--- config.mk ---
export PLATFORM = sky130hd
export DESIGN_NAME = readDataHold_flat
export DESIGN_NICKNAME = d
export VERILOG_FILES = /design/src/hw/apbSramPkg.sv /design/src/hw/sramReqIf.sv /design/src/hw/readDataHold.sv /design/src/flat_wrapper.sv
export SDC_FILE = /design/constraint.sdc
export NUM_CORES = 1
export LEC_CHECK = 0
export BUFFER_PORTS_ARGS = -buffer_cell sky130_fd_sc_hd__buf_2
export CORE_MARGIN = 10
export CORE_UTILIZATION = 48
export CTS_CLUSTER_SIZE = 10
export DETAILED_ROUTE_END_ITERATION = 6
export PLACE_DENSITY = 0.83
export SETUP_SLACK_MARGIN = 0.02
export SYNTH_ARGS = -nofsm -noshare
export SYNTH_HDL_FRONTEND = slang
export SYNTH_SLANG_ARGS = --single-unit
--- constraint.sdc ---
create_clock -name PCLK -period 2.55 [get_ports PCLK]
set_input_delay 0.51 -clock PCLK [delete_from_list [all_inputs] [get_ports PCLK]]
set_output_delay 0.51 -clock PCLK [all_outputs]
set_load 0.01 [all_outputs]
--- src/hw/apbSramPkg.sv ---
// APB SRAM shared definitions
`default_nettype none

package apbSramPkg;

   // ------------------------------------------------------------------
   // APB bus widths
   // ------------------------------------------------------------------

   // Data bus, fixed at the 32-bit configuration
   localparam int apbDataWidth = 32;

   // Full PADDR width as seen on the bus
   localparam int apbAddrWidth = 20;

   // ------------------------------------------------------------------
   // Memory geometry
   // ------------------------------------------------------------------

   // Words in the on-chip array
   localparam int sramDepth = 512;

   // Word index width, sequential addressing
   localparam int sramAddrWidth = $clog2(sramDepth);

   // ------------------------------------------------------------------
   // Vector types
   // ------------------------------------------------------------------

   // One data word on PWDATA, PRDATA or in the array
   typedef logic [apbDataWidth-1:0] apbData_t;

   // Raw bus address
   typedef logic [apbAddrWidth-1:0] apbAddr_t;

   // Word index into the array
   typedef logic [sramAddrWidth-1:0] sramAddr_t;

endpackage

`default_nettype wire

--- src/hw/sramReqIf.sv ---
// SRAM request bundle
`timescale 1ns/1ps
`default_nettype none

interface sramReqIf
   import apbSramPkg::*;
();

   // Strobes towards the memory
   logic      writeEn;
   logic      readEn;

   // Word index and write payload
   sramAddr_t addr;
   apbData_t  writeData;

   // High for the whole read access phase
   logic      readAccess;

   // APB decoder side
   modport port (
      output writeEn,
      output readEn,
      output addr,
      output writeData,
      output readAccess
   );

   // Memory side
   modport sram (
      input writeEn,
      input readEn,
      input addr,
      input writeData
   );

   // PRDATA hold side
   modport hold (
      input readAccess
   );

endinterface

`default_nettype wire

--- src/hw/readDataHold.sv ---
// PRDATA select and hold
`timescale 1ns/1ps
`default_nettype none

module readDataHold
   import apbSramPkg::*;
(
   input  logic     PCLK,
   input  logic     PRESETN,

   // Read access phase level from the decoder
   sramReqIf.hold   req,

   // Word from the memory read port
   input  apbData_t readData,

   // Bus read data
   output apbData_t prdata
);

   // ------------------------------------------------------------------
   // Hold register
   // ------------------------------------------------------------------

   // Last value shown on the bus
   apbData_t holdReg;

   // Reloads from the bus every cycle so PRDATA never drifts
   always_ff @(posedge PCLK or negedge PRESETN) begin
      if (!PRESETN) begin
         holdReg <= '0;
      end
      else begin
         holdReg <= prdata;
      end
   end

   // ------------------------------------------------------------------
   // Output select
   // ------------------------------------------------------------------

   // Memory word during a read access phase, held word otherwise
   always_comb begin
      if (req.readAccess) begin
         prdata = readData;
      end
      else begin
         prdata = holdReg;
      end
   end

endmodule

`default_nettype wire

--- src/flat_wrapper.sv ---
// flat-port wrapper written by rule: the top's interface ports become plain ports
module readDataHold_flat import apbSramPkg::*;
  (PCLK, PRESETN, readData, prdata, req_readAccess);
  sramReqIf req_i ();
  input  logic PCLK;
  input  logic PRESETN;
  input  apbData_t readData;
  output apbData_t prdata;
  input wire logic [$bits(req_i.readAccess)-1:0] req_readAccess;
  assign req_i.readAccess = req_readAccess;
  readDataHold u_core (.PCLK(PCLK), .PRESETN(PRESETN), .req(req_i), .readData(readData), .prdata(prdata));
endmodule
Yosys cells after proc, flatten, opt, wreduce, memory -nomap -nowiden
Cells that the tools add are included.
Widths: inputs -> output; s select.
{"block": "word_totals", "ff_bits": 32, "output_inout_bits": 32, "wordCells": 2}
{"block": "classes", "muxes": 1}
{"operator": "$mux 32", "count": 1}

Logic depth before layout (Yosys ltp)
Gate-level depths: netlist of the first run.
{"block": "depth", "word_depth": 1, "ltp_mapped": 3, "ltp_nobuf": 1}

Least setup slack after synthesis of the first run
No wires, ideal clock.
{"block": "synth_timing", "kind": "input to output", "from": "input port req_readAccess", "to": "output port prdata[0]", "arrival_ns": 1.082, "path_slack_ns": 0.958, "stages": 3, "n_path_buf": 2, "path_cell_list": "buf_6 buf_12 mux2_4"}
{"block": "synth_between", "elab_chain_len": 1}
{"element": "start, declared", "line": "flat_wrapper.sv:9", "text": "input wire logic [$bits(req_i.readAccess)-1:0] req_readAccess;"}
{"element": "$mux 32", "line": "readDataHold.sv:44", "text": "if (req.readAccess) begin"}
{"element": "end, declared", "line": "flat_wrapper.sv:8", "text": "output apbData_t prdata;"}
No other way between the ends.

Worst setup path after layout of the first run
{"block": "layout_timing", "from": "input port req_readAccess", "to": "output port prdata[29]"}
Same word-level chain as after synthesis.

==> reports/summary.txt, run 1 <==
Total power draw: 1.179 mW
Post-Syn Instances: 68
Fin crit period: 1886 ps
Routed Antenna Nets: 0
R2r endpoint: u_core.holdReg[1]
Final Slew Violations: 0
Slew HR: 55.25%
Final period util: 73.94%
CP endpoint kind: output pin
Final Core Density: 64.31%
Final-report hold violation count: 0
Root Driver: clkbuf_4
Num CTS Buffers: 5
Worst Reg-to-Reg Cells: 1
Synth top area share: 59.53%
I/O Pins: 67
Outcome: finished clean
H-tree lvl count: 2
Global placer's final weighted congestion: 0.6801
Largest net degree at the start of global routing: 33
Total congestion overflow: 0
Clk Latency, worst-skew pair: 320 ps
Die H: 72.94 µm
Layout area overhead: 29.58%
Final WL: 2904 µm
Die area: 5320 µm²
Layout cell share with drive strength beyond 1: 76.98%
Port bufs: 66
Syn nets: 103
CTS tree: yes
P_leak: 0.9394 nW
Setup repair bufs after CTS: 0
WP depth: 4
Inserted Diodes: 0
CTS resizes: 0
Layout net count: 173
Synthesis Warnings: 0
Post-Syn Area: 1345 µm²
Synth top area cells: dfrtp_1 60%, mux2_4 33%, buf_12 4.5%
Vias in the first global route: 960
Power per cell area: 676.3 nW/µm²
Vias/cell: 4.806
First-pass GRT wire length: 4767 µm
Total GRT Usage: 11.55%
Worst Path Arrival: 1380 ps
CTS Buffer Depth: 2
RSZ-0062 raised after global routing: false
R2R Setup Slk: 1780 ps
CP dominant cell by count: buf_2
CP Launch Type: input pin
Slew @ Worst Pin: 671.3 ps
Worst IR Drop VDD: 0.5963 mV
Horiz. Die Dim: 72.94 µm
Yosys reg bits: 32
Biggest register: u_core.holdReg
Setup CP Type: input pin to output pin
Post-synth cell types: 5
Cell accounting for the most synthesized area: dfrtp_1
Max incr delay on CP: 380 ps
Worst min path class: input pin to asynchronous set/reset pin
Via count: 817
CORE AREA: 2710 µm²
FILL cells: 207
Worst Path Required: 2040 ps
Setup TNS: 0 ps
Clk slew on worst S/H paths: 100 ps
Initial Util: 49.63%
Critical path fanouts, max: 32
Max reg flops: 32
Syn_area_per_cell: 19.78 µm²
DRT iter0 DRCs: 30
Hold-fix buffers, CTS: 0
Buf/Inv on CP: 3
Avg WL per Cell: 17.08 µm
Largest regs: u_core.holdReg: 32 flops
Fmax: 530.3 MHz
DRC violations left: 0
Crit path max-delay family: buffers and inverters
Clock Skew: 0 ps
Worst path slowest cell: mux2_2
Row count: 19
Pre-antenna DRT Iters: 4
Initial antenna violation count: 0
Setup violators final: 0
RR Startpoint: u_core.holdReg[1]
Clock net sink count: 32
Sequential element share of the synthesized area: 59.53%
Crit-path cells: buf_2 > buf_12 > mux2_2 > buf_2
Max Cap Viol: 0
-- how the worst max path moves through the flow --
stage / startpoint / endpoint / slack (ps)
3_3_place_gp: req_readAccess / prdata[29] / 680
2_1_floorplan: req_readAccess / prdata[0] / 960
3_5_place_dp: req_readAccess / prdata[29] / 650
6_report: req_readAccess / prdata[29] / 660
5_1_grt: req_readAccess / prdata[29] / 610
4_1_cts: req_readAccess / prdata[29] / 650
-- where the power goes --
group / internal [mW] / switching [mW] / total, mW
clock: 0.204 / 0.170 / 0.375
combinational: 0.129 / 0.103 / 0.232
sequential: 0.557 / 0.0153 / 0.572
-- per-stage QoR --
| step | worst slack [ps] | hold WS, ps | instance area (µm²) | instances |
|---|---|---|---|---|
| floorplan | 957.8 | 214.4 | 1345 | 68 |
| global placement | 681.9 | 473.5 | 1663 | 162 |
| detailed placement | 652.7 | 477.4 | 1663 | 162 |
| CTS | 653.2 | 215.0 | 1743 | 170 |
| global route | 609.1 | 232.6 | 1743 | 170 |
| finish | 664.4 | 207.3 | 1743 | 170 |
-- area by class of cell --
type / instances / area, µm² / share of cell area, %
flip-flops and latches: 32 / 800.8 / 45.94
multi-input cells: 32 / 473.0 / 27.14
well taps: 31 / 38.79 / 2.225
clock inverters: 3 / 42.54 / 2.441
repair buffers: 67 / 350.3 / 20.10
clock buffers: 5 / 37.54 / 2.154
-- placed cells by master, fill, tap and decap left out, drive strengths merged --
cell | netlist | final
mux2 | 32 | 32
clkinv | 0 | 1
buf | 4 | 67
clkinvlp | 0 | 1
bufinv | 0 | 1
dfrtp | 32 | 32
clkbuf | 0 | 5
-- cells in the mapped netlist (all sizes together) --
cell / number
mux2: 32
dfrtp: 32
buf: 4
-- logic make-up (layout without fill, tap and decap cells) --
logic type | count (synthesis) | count (layout) | share of synthesized area, %
buffers and inverters | 4 | 75 | 5.302
DFF | 32 | 32 | 59.54
muxes | 32 | 32 | 35.16
-- per-layer routing --
metal  part of all wire [%]  global-route usage (%)  vias up
li1                       -                       -      375
met1                     40                   12.69      398
met2                     46                   16.38       42
met3                     13                   8.980        2
met4                   0.79                   4.430        0
met5                      0                       0        -
Note: power is estimated with default switching activity, not from simulation.
==> run 2, diff against run 1 <==
CORE_UTILIZATION = 40   (was 48)
PLACE_DENSITY = 0.74   (was 0.83)
clock period = 1.7 ns   (was 2.55 ns; I/O delays follow)
==> run 2 against run 1 <==
Global-route usage down 1.4 points. Register-to-register slack worse by 860 ps. Sequential cell count stayed put. Worst setup slack lost 480 ps. Die area is 14% higher. Combinational power rose by 51%. Via count decreased by 0.61%. Clock power up 24%. Core utilization down 8.3 points. First-iteration DRC count fell by 57%. Worst hold slack worse by 150 ps.
==> reports/summary.txt, run 2 (same netlist as run 1, synthesis figures left out) <==
Hold-fix buffers, CTS: 0
Slew @ Worst Pin: 686.9 ps
Worst IR Drop VDD: 0.5760 mV
Worst Reg-to-Reg Cells: 1
Layout net count: 174
Global placer's final weighted congestion: 0.6409
Vias/cell: 4.437
CTS tree: yes
Worst min path class: input pin to asynchronous set/reset pin
Crit-path cells: buf_2 > buf_4 > mux2_4 > buf_2
Grt met2 use: 16.17%
First-pass GRT wire length: 4899 µm
R2R Setup Slk: 920 ps
Initial Util: 43.00%
I/O Pins: 67
H-tree lvl count: 2
Final Slew Violations: 0
Root Driver: clkbuf_4
Avg WL per Cell: 16.45 µm
Layout cell share with drive strength beyond 1: 76.98%
Max reg flops: 32
Row count: 20
Routed Antenna Nets: 0
Worst Path Required: 1360 ps
Inserted Diodes: 0
Total congestion overflow: 0
CP Launch Type: input pin
Fmax: 658.0 MHz
R2r endpoint: u_core.holdReg[14]
Max incr delay on CP: 330 ps
Final WL: 3011 µm
DRT iter0 DRCs: 13
Finished Layout Cells: 183
GRT busiest layer: met2
Die H: 77.99 µm
Initial antenna violation count: 0
Largest net degree at the start of global routing: 33
CP endpoint kind: output pin
CP dominant cell by count: buf_2
CTS Buffer Depth: 2
Fin crit period: 1520 ps
Final period util: 89.40%
CTS resizes: 0
Horiz. Die Dim: 77.99 µm
Setup repair bufs after CTS: 0
Vias in the first global route: 987
Pre-antenna DRT Iters: 4
Outcome: finished clean
Total GRT Usage: 10.16%
Clock net sink count: 32
DPL Wire Length: 2393 µm
Num CTS Buffers: 5
Most frequent cells in the layout: 66 x buf_2, 32 x dfrtp_1, 30 x mux2_4, 5 x clkbuf_4
Setup TNS: 0 ps
Slew HR: 54.21%
Layout area overhead: 30.23%
Setup violators final: 0
Via count: 812
RSZ-0062 raised after global routing: false
Power per cell area: 955.0 nW/µm²
Biggest register: u_core.holdReg
FILL cells: 257
Setup CP Type: input pin to output pin
P_leak: 0.9404 nW
Worst path slowest cell: mux2_4
DRC violations left: 0
Max Cap Viol: 0
Die area: 6082 µm²
Port bufs: 66
Final-report hold violation count: 0
GRT met3 Usage: 4.954%
Most common cell after layout, fill and taps aside: buf_2
Largest regs: u_core.holdReg: 32 flops
Cell count after placement: 176
RR Startpoint: u_core.holdReg[14]
Worst Path Arrival: 1180 ps
Global Route met1 Usage: 11.16%
Clk Latency, worst-skew pair: 310 ps
Clock Skew: 0 ps
CORE AREA: 3128 µm²
Clk slew on worst S/H paths: 80 ps
Critical path fanouts, max: 12
-- run 2: how the worst max path moves through the flow --
stage	from	to	slack, ps	cells after the start
2_1_floorplan	req_readAccess	prdata[0]	450	3
3_3_place_gp	req_readAccess	prdata[9]	190	4
3_5_place_dp	req_readAccess	prdata[9]	170	4
4_1_cts	req_readAccess	prdata[6]	170	4
5_1_grt	req_readAccess	prdata[14]	140	4
6_report	req_readAccess	prdata[9]	180	4
-- run 2: area by class of cell --
cell class	count	area (µm²)	share of cell area (%)
multi-input cells	32	473.0	27.00
repair buffers	68	357.8	20.43
well taps	44	55.05	3.143
clock buffers	7	65.06	3.714
flip-flops and latches	32	800.8	45.71
-- run 2: through the flow --
step	setup slack, ps	hold WS, ps	power [mW]	cell area (µm²)	utilization, %
floorplan	447.8	44.41	1.086	1345	-
global placement	193.9	409.7	1.221	1687	53.92
detailed placement	169.4	426.8	1.231	1687	53.92
CTS	171.0	64.12	1.710	1752	56.00
global route	139.4	92.28	1.771	1752	56.00
finish	180.3	61.03	1.673	1752	56.00
-- run 2: power by group --
group	switching, mW	internal [mW]	total [mW]
clock network	0.229	0.234	0.464
registers	0.0232	0.836	0.859
logic	0.155	0.195	0.350
total	0.408	1.26	1.67
-- run 2: per-layer routing --
| metal | vias to the layer above | part of all wire (%) |
|---|---|---|
| met1 | 396 | 42 |
| met3 | 2 | 9.1 |
| met4 | 0 | 0.60 |
| li1 | 376 | - |
| met5 | - | 0 |
| met2 | 38 | 48 |
-- run 2: critical path, delay by kind of cell --
kind	cells	cell delay (ps)
buffers and inverters	3	510
muxes	1	330
